$ cat config.mk
export PLATFORM = sky130hd
export DESIGN_NAME = relay_alu_top
export DESIGN_NICKNAME = d
export VERILOG_FILES = /design/src/rtl/relay_alu_pkg.sv /design/src/rtl/relay_alu_top.sv /design/src/rtl/alu_writeback_stage.sv /design/src/rtl/alu_execute_stage.sv /design/src/rtl/apb_alu_regs.sv /design/src/rtl/logic_unit.sv /design/src/rtl/eight_bit_adder_unit.sv
export VERILOG_INCLUDE_DIRS = /design/src /design/src/rtl
export SDC_FILE = /design/constraint.sdc
export NUM_CORES = 1
export LEC_CHECK = 0
export BUFFER_PORTS_ARGS = -buffer_cell sky130_fd_sc_hd__buf_2
export CORE_ASPECT_RATIO = 1.2
export CORE_MARGIN = 2
export CORE_UTILIZATION = 50
export DETAILED_ROUTE_END_ITERATION = 10
export PLACE_DENSITY = 0.74
export SYNTH_ARGS = -nofsm -noshare
export SYNTH_HDL_FRONTEND = slang
export SYNTH_SLANG_ARGS = --single-unit
$ cat constraint.sdc
create_clock -name clk -period 9.7 [get_ports clk]
set_clock_uncertainty 0.2 [all_clocks]
set_input_delay 1.94 -clock clk [delete_from_list [all_inputs] [get_ports clk]]
set_output_delay 1.94 -clock clk [all_outputs]
set_load 0.05 [all_outputs]
$ cat src/rtl/relay_alu_defines.svh
// Relay ALU register map and field layout
// APB offsets, command word fields and flag bit positions
`ifndef RELAY_ALU_DEFINES_SVH
`define RELAY_ALU_DEFINES_SVH

`define ALU_APB_ADDR_W 8

// Register offsets
`define ALU_ADDR_B     8'h00
`define ALU_ADDR_C     8'h04
`define ALU_ADDR_CMD   8'h08
`define ALU_ADDR_A     8'h0C
`define ALU_ADDR_D     8'h10
`define ALU_ADDR_FLAGS 8'h14

// Command word layout
`define ALU_CMD_FUNC_LSB 0
`define ALU_CMD_FUNC_W   3
`define ALU_CMD_DEST_BIT 3

// Flag bits as seen on readback
`define ALU_FLAG_ZERO  0
`define ALU_FLAG_CARRY 1
`define ALU_FLAG_SIGN  2

`endif
$ cat src/rtl/relay_alu_pkg.sv
// Relay ALU shared types
// Data words, function codes and the structs passed between pipeline stages
`include "relay_alu_defines.svh"

package relay_alu_pkg;

  typedef logic [7:0] alu_data_t;
  typedef logic [`ALU_APB_ADDR_W-1:0] apb_addr_t;
  typedef logic [31:0] apb_data_t;

  typedef enum logic [`ALU_CMD_FUNC_W-1:0] {
    FUNC_ADD = 3'd0,
    FUNC_INC = 3'd1,
    FUNC_AND = 3'd2,
    FUNC_OR  = 3'd3,
    FUNC_XOR = 3'd4,
    FUNC_NOT = 3'd5,
    FUNC_SHL = 3'd6,
    FUNC_CLR = 3'd7
  } alu_func_e;

  typedef enum logic {
    DEST_A = 1'b0,
    DEST_D = 1'b1
  } alu_dest_e;

  // Bit order matches the flag positions in the register map
  typedef struct packed {
    logic sign;
    logic carry;
    logic zero;
  } alu_flags_t;

  typedef struct packed {
    logic      valid;
    alu_func_e func;
    alu_dest_e dest;
    alu_data_t b;
    alu_data_t c;
  } alu_issue_t;

  typedef struct packed {
    logic       valid;
    alu_dest_e  dest;
    alu_data_t  result;
    alu_flags_t flags;
  } alu_result_t;

  typedef enum logic [1:0] {
    IDLE,
    SETUP,
    ACCESS_WAIT
  } apb_state_e;

endpackage

$ cat src/rtl/relay_alu_top.sv
// Relay computer ALU as an APB peripheral
// Register block with issue stage, execute stage and writeback stage
`timescale 1ns/1ps

module relay_alu_top
  import relay_alu_pkg::*;
(
  input  logic      clk,
  input  logic      rst_n,
  input  logic      psel,
  input  logic      penable,
  input  logic      pwrite,
  input  apb_addr_t paddr,
  input  apb_data_t pwdata,
  output apb_data_t prdata,
  output logic      pready,
  output logic      pslverr
);

  alu_issue_t  issue;
  alu_result_t result;
  alu_data_t   reg_a;
  alu_data_t   reg_d;
  alu_flags_t  flags;

  apb_alu_regs u_regs (
    .clk       (clk),
    .rst_n     (rst_n),
    .psel      (psel),
    .penable   (penable),
    .pwrite    (pwrite),
    .paddr     (paddr),
    .pwdata    (pwdata),
    .prdata    (prdata),
    .pready    (pready),
    .pslverr   (pslverr),
    .reg_a     (reg_a),
    .reg_d     (reg_d),
    .flags     (flags),
    .exec_busy (result.valid),
    .issue     (issue)
  );

  alu_execute_stage u_execute (
    .clk    (clk),
    .rst_n  (rst_n),
    .issue  (issue),
    .result (result)
  );

  alu_writeback_stage u_writeback (
    .clk    (clk),
    .rst_n  (rst_n),
    .result (result),
    .reg_a  (reg_a),
    .reg_d  (reg_d),
    .flags  (flags)
  );

endmodule

$ cat src/rtl/alu_writeback_stage.sv
// Writeback stage of the relay ALU
// Owns destination registers A and D and the flag register.
// A valid result replaces the chosen register and all three flags.
`timescale 1ns/1ps

module alu_writeback_stage
  import relay_alu_pkg::*;
(
  input  logic        clk,
  input  logic        rst_n,
  input  alu_result_t result,
  output alu_data_t   reg_a,
  output alu_data_t   reg_d,
  output alu_flags_t  flags
);

  always_ff @(posedge clk) begin
    if (!rst_n) begin
      reg_a <= '0;
      reg_d <= '0;
    end else if (result.valid) begin
      if (result.dest == DEST_A) begin
        reg_a <= result.result;
      end else begin
        reg_d <= result.result;
      end
    end
  end

  // Flags follow every command, whichever register it targets
  always_ff @(posedge clk) begin
    if (!rst_n) begin
      flags <= '0;
    end else if (result.valid) begin
      flags <= result.flags;
    end
  end

endmodule

$ cat src/rtl/alu_execute_stage.sv
// Execute stage of the relay ALU
// Feeds the adder or the logic unit from the issued command, forms
// sign, carry and zero, and registers the result for writeback
`timescale 1ns/1ps

module alu_execute_stage
  import relay_alu_pkg::*;
(
  input  logic        clk,
  input  logic        rst_n,
  input  alu_issue_t  issue,
  output alu_result_t result
);

  alu_data_t  adder_c;
  logic       carry_in;
  alu_data_t  adder_out;
  logic       adder_carry;
  alu_data_t  logic_out;
  logic       is_arith;
  alu_data_t  exec_data;
  alu_flags_t exec_flags;

  logic       valid_q;
  alu_dest_e  dest_q;
  alu_data_t  data_q;
  alu_flags_t flags_q;

  // INC is B plus zero with the carry in set
  always_comb begin
    adder_c  = issue.c;
    carry_in = 1'b0;
    if (issue.func == FUNC_INC) begin
      adder_c  = '0;
      carry_in = 1'b1;
    end
  end

  eight_bit_adder_unit u_adder (
    .b         (issue.b),
    .c         (adder_c),
    .carry_in  (carry_in),
    .adder_out (adder_out),
    .carry     (adder_carry)
  );

  logic_unit u_logic (
    .func      (issue.func),
    .b         (issue.b),
    .c         (issue.c),
    .logic_out (logic_out)
  );

  assign is_arith         = (issue.func == FUNC_ADD) || (issue.func == FUNC_INC);
  assign exec_data        = is_arith ? adder_out : logic_out;
  assign exec_flags.sign  = exec_data[7];
  assign exec_flags.carry = is_arith && adder_carry;
  assign exec_flags.zero  = (exec_data == '0);

  always_ff @(posedge clk) begin
    if (!rst_n) begin
      valid_q <= 1'b0;
    end else begin
      valid_q <= issue.valid;
    end
  end

  always_ff @(posedge clk) begin
    if (issue.valid) begin
      dest_q  <= issue.dest;
      data_q  <= exec_data;
      flags_q <= exec_flags;
    end
  end

  assign result = '{valid: valid_q, dest: dest_q, result: data_q, flags: flags_q};

endmodule

$ cat src/rtl/apb_alu_regs.sv
// APB register block of the relay ALU
// Holds operands B and C, decodes the register map and issues commands
// into the pipeline. Result reads wait while a command is in flight.
`timescale 1ns/1ps
`include "relay_alu_defines.svh"

module apb_alu_regs
  import relay_alu_pkg::*;
(
  input  logic       clk,
  input  logic       rst_n,
  input  logic       psel,
  input  logic       penable,
  input  logic       pwrite,
  input  apb_addr_t  paddr,
  input  apb_data_t  pwdata,
  output apb_data_t  prdata,
  output logic       pready,
  output logic       pslverr,
  input  alu_data_t  reg_a,
  input  alu_data_t  reg_d,
  input  alu_flags_t flags,
  input  logic       exec_busy,
  output alu_issue_t issue
);

  apb_state_e state_q;
  apb_state_e state_d;
  alu_data_t  reg_b_q;
  alu_data_t  reg_c_q;

  // Issue stage
  logic       issue_valid_q;
  alu_func_e  issue_func_q;
  alu_dest_e  issue_dest_q;
  alu_data_t  issue_b_q;
  alu_data_t  issue_c_q;

  logic access;
  logic busy;
  logic addr_hit;
  logic addr_writable;
  logic result_read;
  logic wr_done;
  logic cmd_wr;

  always_comb begin
    addr_hit      = 1'b1;
    addr_writable = 1'b1;
    result_read   = 1'b0;
    case (paddr)
      `ALU_ADDR_B, `ALU_ADDR_C, `ALU_ADDR_CMD: begin
        addr_writable = 1'b1;
      end
      `ALU_ADDR_A, `ALU_ADDR_D, `ALU_ADDR_FLAGS: begin
        addr_writable = 1'b0;
        result_read   = !pwrite;
      end
      default: begin
        addr_hit      = 1'b0;
        addr_writable = 1'b0;
      end
    endcase
  end

  assign busy    = issue_valid_q || exec_busy;
  assign access  = psel && penable && (state_q != IDLE);
  // Wait states only for results still in the pipeline
  assign pready  = access && !(result_read && busy);
  assign pslverr = pready && (!addr_hit || (pwrite && !addr_writable));
  assign wr_done = pready && pwrite && addr_writable;
  assign cmd_wr  = wr_done && (paddr == `ALU_ADDR_CMD);

  always_comb begin
    state_d = state_q;
    case (state_q)
      IDLE: begin
        if (psel && !penable) state_d = SETUP;
      end
      SETUP: begin
        if (!psel) state_d = IDLE;
        else if (penable) state_d = pready ? IDLE : ACCESS_WAIT;
      end
      ACCESS_WAIT: begin
        if (!psel || pready) state_d = IDLE;
      end
      default: begin
        state_d = IDLE;
      end
    endcase
  end

  always_ff @(posedge clk) begin
    if (!rst_n) begin
      state_q       <= IDLE;
      reg_b_q       <= '0;
      reg_c_q       <= '0;
      issue_valid_q <= 1'b0;
    end else begin
      state_q       <= state_d;
      issue_valid_q <= cmd_wr;
      if (wr_done && paddr == `ALU_ADDR_B) reg_b_q <= pwdata[7:0];
      if (wr_done && paddr == `ALU_ADDR_C) reg_c_q <= pwdata[7:0];
    end
  end

  // Operands are sampled as they stand at the command edge
  always_ff @(posedge clk) begin
    if (cmd_wr) begin
      issue_func_q <= alu_func_e'(pwdata[`ALU_CMD_FUNC_LSB +: `ALU_CMD_FUNC_W]);
      issue_dest_q <= alu_dest_e'(pwdata[`ALU_CMD_DEST_BIT]);
      issue_b_q    <= reg_b_q;
      issue_c_q    <= reg_c_q;
    end
  end

  assign issue = '{
    valid: issue_valid_q,
    func:  issue_func_q,
    dest:  issue_dest_q,
    b:     issue_b_q,
    c:     issue_c_q
  };

  always_comb begin
    prdata = '0;
    case (paddr)
      `ALU_ADDR_B: prdata = apb_data_t'(reg_b_q);
      `ALU_ADDR_C: prdata = apb_data_t'(reg_c_q);
      `ALU_ADDR_A: prdata = apb_data_t'(reg_a);
      `ALU_ADDR_D: prdata = apb_data_t'(reg_d);
      `ALU_ADDR_FLAGS: begin
        prdata[`ALU_FLAG_ZERO]  = flags.zero;
        prdata[`ALU_FLAG_CARRY] = flags.carry;
        prdata[`ALU_FLAG_SIGN]  = flags.sign;
      end
      default: prdata = '0;
    endcase
  end

endmodule

$ cat src/rtl/logic_unit.sv
// Logic unit of the relay ALU
// Bitwise AND, OR, XOR, NOT of B and circular left shift of B.
// Arithmetic codes and CLR give zero.
`timescale 1ns/1ps

module logic_unit
  import relay_alu_pkg::*;
(
  input  alu_func_e func,
  input  alu_data_t b,
  input  alu_data_t c,
  output alu_data_t logic_out
);

  always_comb begin
    case (func)
      FUNC_AND: begin
        logic_out = b & c;
      end
      FUNC_OR: begin
        logic_out = b | c;
      end
      FUNC_XOR: begin
        logic_out = b ^ c;
      end
      FUNC_NOT: begin
        logic_out = ~b;
      end
      FUNC_SHL: begin
        // Bit 7 wraps into bit 0
        logic_out = {b[6:0], b[7]};
      end
      default: begin
        logic_out = '0;
      end
    endcase
  end

endmodule

$ cat src/rtl/eight_bit_adder_unit.sv
// Eight-bit ripple adder
// Chain of one-bit full adder cells, carry in at bit 0 and carry out
// from bit 7. Purely combinational.
`timescale 1ns/1ps

module eight_bit_adder_unit
  import relay_alu_pkg::*;
(
  input  alu_data_t b,
  input  alu_data_t c,
  input  logic      carry_in,
  output alu_data_t adder_out,
  output logic      carry
);

  // Carry chain, one entry more than the word
  logic [$bits(alu_data_t):0] chain;

  assign chain[0] = carry_in;

  genvar i;
  generate
    for (i = 0; i < $bits(alu_data_t); i++) begin : g_cell
      logic half_sum;

      assign half_sum     = b[i] ^ c[i];
      assign adder_out[i] = half_sum ^ chain[i];
      // Generate or propagate
      assign chain[i+1]   = (b[i] & c[i]) | (half_sum & chain[i]);
    end
  endgenerate

  assign carry = chain[$bits(alu_data_t)];

endmodule

# Word level (Yosys, flattened, before mapping)
# Index checks and enable logic that the tools add are counted.
# op_classes
eq_ne	16
muxes	15
n_bitwise	45
n_reduce_logical	34
# ops
cell	n
8-bit case mux with 5 select lines	1
5-bit case mux with 4 select lines	1
1-bit AND	16
8-bit by 4-bit == test with 1-bit output, second input constant	2
8-bit by 5-bit == test with 1-bit output, second input constant	2
8-bit logical NOT	2
8-bit 2-to-1 mux	2
1-bit XOR	16
3-bit case mux with 5 select lines	1
1-bit logical AND	13
2-bit 2-to-1 mux	5
3-bit == test, second input constant	3
8-bit AND	1
8-bit by 3-bit == test with 1-bit output, second input constant	1
8-bit inverter	1
1-bit OR	8
8-bit OR	1
8-bit XOR	1
3-bit by 2-bit == test with 1-bit output, second input constant	2
1-bit logical NOT	6
2-bit case mux with 3 select lines	1
3-bit OR reduction	2
6-bit OR reduction	1
1-bit logical OR	4
other kinds (12)	17
# totals
register_bits	71
inputBits	45
output_inout_bits	34
elab_cells	129

# Logic depth before layout (Yosys ltp)
# depth
ltp_word	20
ltp_mapped	18
ltp_nobuf	17

# By module
# A second synthesis with hierarchy kept.
# unflattened
cells_unflattened	386
hier_area_um2	4052.6
# modules_own_cells
module	instances	cells_per_inst	area_each_um2	seq_area_each_um2
apb_alu_regs	1	174	1860.5	980.9
alu_writeback_stage	1	72	733.2	380.4
logic_unit	1	78	639.4	0.0
alu_execute_stage	1	44	621.8	350.3
eight_bit_adder_unit	1	18	197.7	0.0

# Worst setup path after synthesis
# OpenSTA, ideal clock, no wires.
# synth_path
kind	in2out
start	input paddr[4]
end	output pready
t_arrival_ns	3.421
required_ns	7.560
setup_slack_ns	4.139
stages	4
n_path_buf	1
path_cell_list	clkbuf_1 nor2_1 o21a_1 a31oi_1
# synth_via
elab_chain_len	6
elab_cells_between_ends	8
cone_classes	eq/ne: 3; mux: 1; reduce/logical: 4
# synth_lines
element	line	rtl
from (decl)	relay_alu_top.sv:13	input apb_addr_t paddr,
8-bit by 5-bit == test with 1-bit output or 8-bit by 4-bit == test with 1-bit output (tied branches)	apb_alu_regs.sv:51	case (paddr)
3-bit OR reduction *	apb_alu_regs.sv:51	
1-bit 2-to-1 mux *	apb_alu_regs.sv:51	
1-bit logical AND *	apb_alu_regs.sv:69	assign pready = access && !(result_read && busy);
1-bit logical NOT *	apb_alu_regs.sv:69	
1-bit logical AND *	apb_alu_regs.sv:69	
to (decl)	relay_alu_top.sv:16	output logic pready,
# Every way passes the cells marked *; elsewhere a longest branch is shown, timed or not.

==> run metrics <==
most frequent cells in the layout 39 x dfxtp_1, 31 x mux2i_1, 31 x edfxtp_1; Synth cell types 49; LEAKAGE 1.72 nW; Synth top area share 23.9%; router iterations before antenna repair 5; CP max FO 25; CTS Buf Count 9; ratio of final minimum period to clock period 66.0%; commonest non-fill, non-tap cell in the layout dfxtp_1; CTS tree yes; initial antenna violation count 0; drt via density 5.55; CP Class reg -> reg; HP Start u_regs.reg_b_q[6]$_SDFFE_PN0P_; GRT Total Usage 19.6%; fmax 0.156 GHz; startpoint types register; Critical Path Source u_regs.issue_func_q[2]$_DFFE_PP_; Final #Nets 470; #FFs+latches synth 70; Initial Util 51.2%; pin slew with the least headroom to its limit 971 ps; Post-Syn Area 3900 µm²; DRC Markers 0; Primary FF master, synth dfxtp_1; minimum clock period 6400 ps; status complete, no violations; largest net degree at the start of global routing 47; Yosys top cell by area edfxtp_1; Bufs on Longest Clock Path 2; I/O Pins 79; YS warnings 0; Final TNS setup 0 ps; CP max stage delay 750 ps; RR Startpoint u_regs.issue_func_q[2]$_DFFE_PP_; peak supply drop 105 µV; clock-pin slew on the worst setup and hold paths 70 ps; WP data arrival 6380 ps; share of cells above drive strength 1 13.3%; syn avg cell area 10.2 µm²; Post-synth EDFFs 31; max-slew violation count 0; DIE AREA 8530 µm²; postcts setup bufs 0; reg2reg setup slack 3300 ps; top cells by area, synth edfxtp_1 24%, dfxtp_1 20%, mux2i_1 8.0%; wirelength, routed 7850 µm; Hold Buf Count CTS 0; GPL Wtd Cong 0.832; global route overflow 0; IO Port Bufs 30; H-tree level count 3; Pwr Density 131 nW/µm²; synthesis-to-layout area growth 5.87%; Routed WL per cell 15.8 µm; worst min-delay path class reg -> reg; Detailed Place HPWL 5630 µm; ys async rst share 0%; DRT antenna net count 0; Hold Vio Cnt, Final 0; core area 7620 µm²; MaxCap Viol Count 0; number of global-route vias before repair 2,649; worst hold margin 259 ps; Top cell by count, worst path fa_1; CTS sink cnt 70; Die Y-Extent 101 µm; Site Rows 35; tightest slew margin relative to the limit 35.1%; Critical Path End Type register; global-route wire length before repair 12,900 µm; clk root buf clkbuf_8; RSZ-0062 raised after global routing no; critical path cell sequence nand2b_1, nor2_1, inv_1, nand2_1, fa_1, fa_1, inv_1, fa_1, fa_1, fa_1, fa_1, fa_1, fa_1, nor2b_1, o31a_1, or4_1, nor4_2; Clock Latency Late Sink 350 ps; slowest CP cell edfxtp_1; Pwr Total 0.540 mW; sequential element share of the synthesized area 43.9%; cells after synthesis 382; Die Wd 84.6 µm; # diodes 0; via count 2,762; FILL cells 694; First DRT Iteration DRCs 171; CP required 9680 ps; post-CTS sizing 0; Setup Viol. Count Final 0
## cell usage after synthesis, types with 3 or more instances
master,n
edfxtp_1,31
a21boi_0,8
fa_1,8
o22ai_1,4
clkbuf_1,15
nand3_1,16
inv_1,23
buf_4,26
and2_1,3
nand2_1,28
o221ai_1,4
mux4_2,3
a21oi_1,10
dfxtp_1,39
ha_1,16
nor2b_1,27
a2bb2oi_1,5
nor3_1,6
o21ai_0,10
nor2_1,29
mux2i_1,31
a211oi_1,3
## logic make-up after synthesis
logic type	after synthesis	share of synthesized area, %
flops	70	43.9
simple gates	121	15.8
buf+inv	68	9.46
mux	36	10.3
compound gates	62	11.2
fa+ha+maj	24	9.24
other cells	1	0.0962
## through the flow
stage	worst slack [ps]	instance area, µm²	util (%)	instances
CTS	3320	4130	54.2	498
finish	3300	4130	54.2	498
global route	2980	4130	54.2	498
global placement	3430	3970	52.1	482
floorplan	4140	3990	-	405
detailed placement	3350	3970	52.1	482
## cell type report
class                      instances  area (µm²)  area share, %
clock buffer                      11         131           3.18
clock inverter                     5        28.8          0.697
inverter                          23        86.3           2.09
multi-input combinational        267        1910           46.2
sequential                        70        1710           41.5
tap                               92         115           2.79
timing repair buffer              30         150           3.64
## flip-flops by register name (all words and copies together) (netlist names)
signal	cells
u_regs.reg_b_q	8
u_execute.valid_q	1
u_regs.issue_valid_q	1
u_regs.issue_c_q	8
u_regs.state_q	2
u_writeback.reg_a	8
u_writeback.reg_d	8
u_regs.issue_func_q	3
u_execute.result	2
u_execute.dest_q	1
u_regs.issue_dest_q	1
u_writeback.flags	3
u_regs.issue_b_q	8
u_execute.data_q	8
u_regs.reg_c_q	8
## metal layers
layer	global-route usage, %	part of all wire [%]
met5	0	0
met4	8.30	2.5
met3	4.18	3.8
met2	33.1	50
met1	24.3	44
## where the power goes
| group | internal [mW] | switching [mW] | total, mW | leakage [nW] |
|---|---|---|---|---|
| Clock | 0.0915 | 0.106 | 0.197 | 0.0868 |
| Combinational | 0.00700 | 0.0305 | 0.0375 | 1.08 |
| Sequential | 0.305 | 0.000180 | 0.306 | 0.558 |
## critical path: cells and delay by family (launching register included)
kind	cells	cell delay, ps
buffers and inverters	2	220
adders and majority gates	8	2950
and+or+nand+nor	6	1790
DFF	1	750
AOI/OAI and AO/OA	1	320
## final timing paths
check | to | cells past startpoint
min reg2reg | u_regs.issue_b_q[6]$_DFFE_PP_ | 0
max | u_execute.result[0]$_DFFE_PP_ | 17
min | u_regs.issue_b_q[6]$_DFFE_PP_ | 0
max reg2reg | u_execute.result[0]$_DFFE_PP_ | 17
Power figures use the tool's default switching activity.
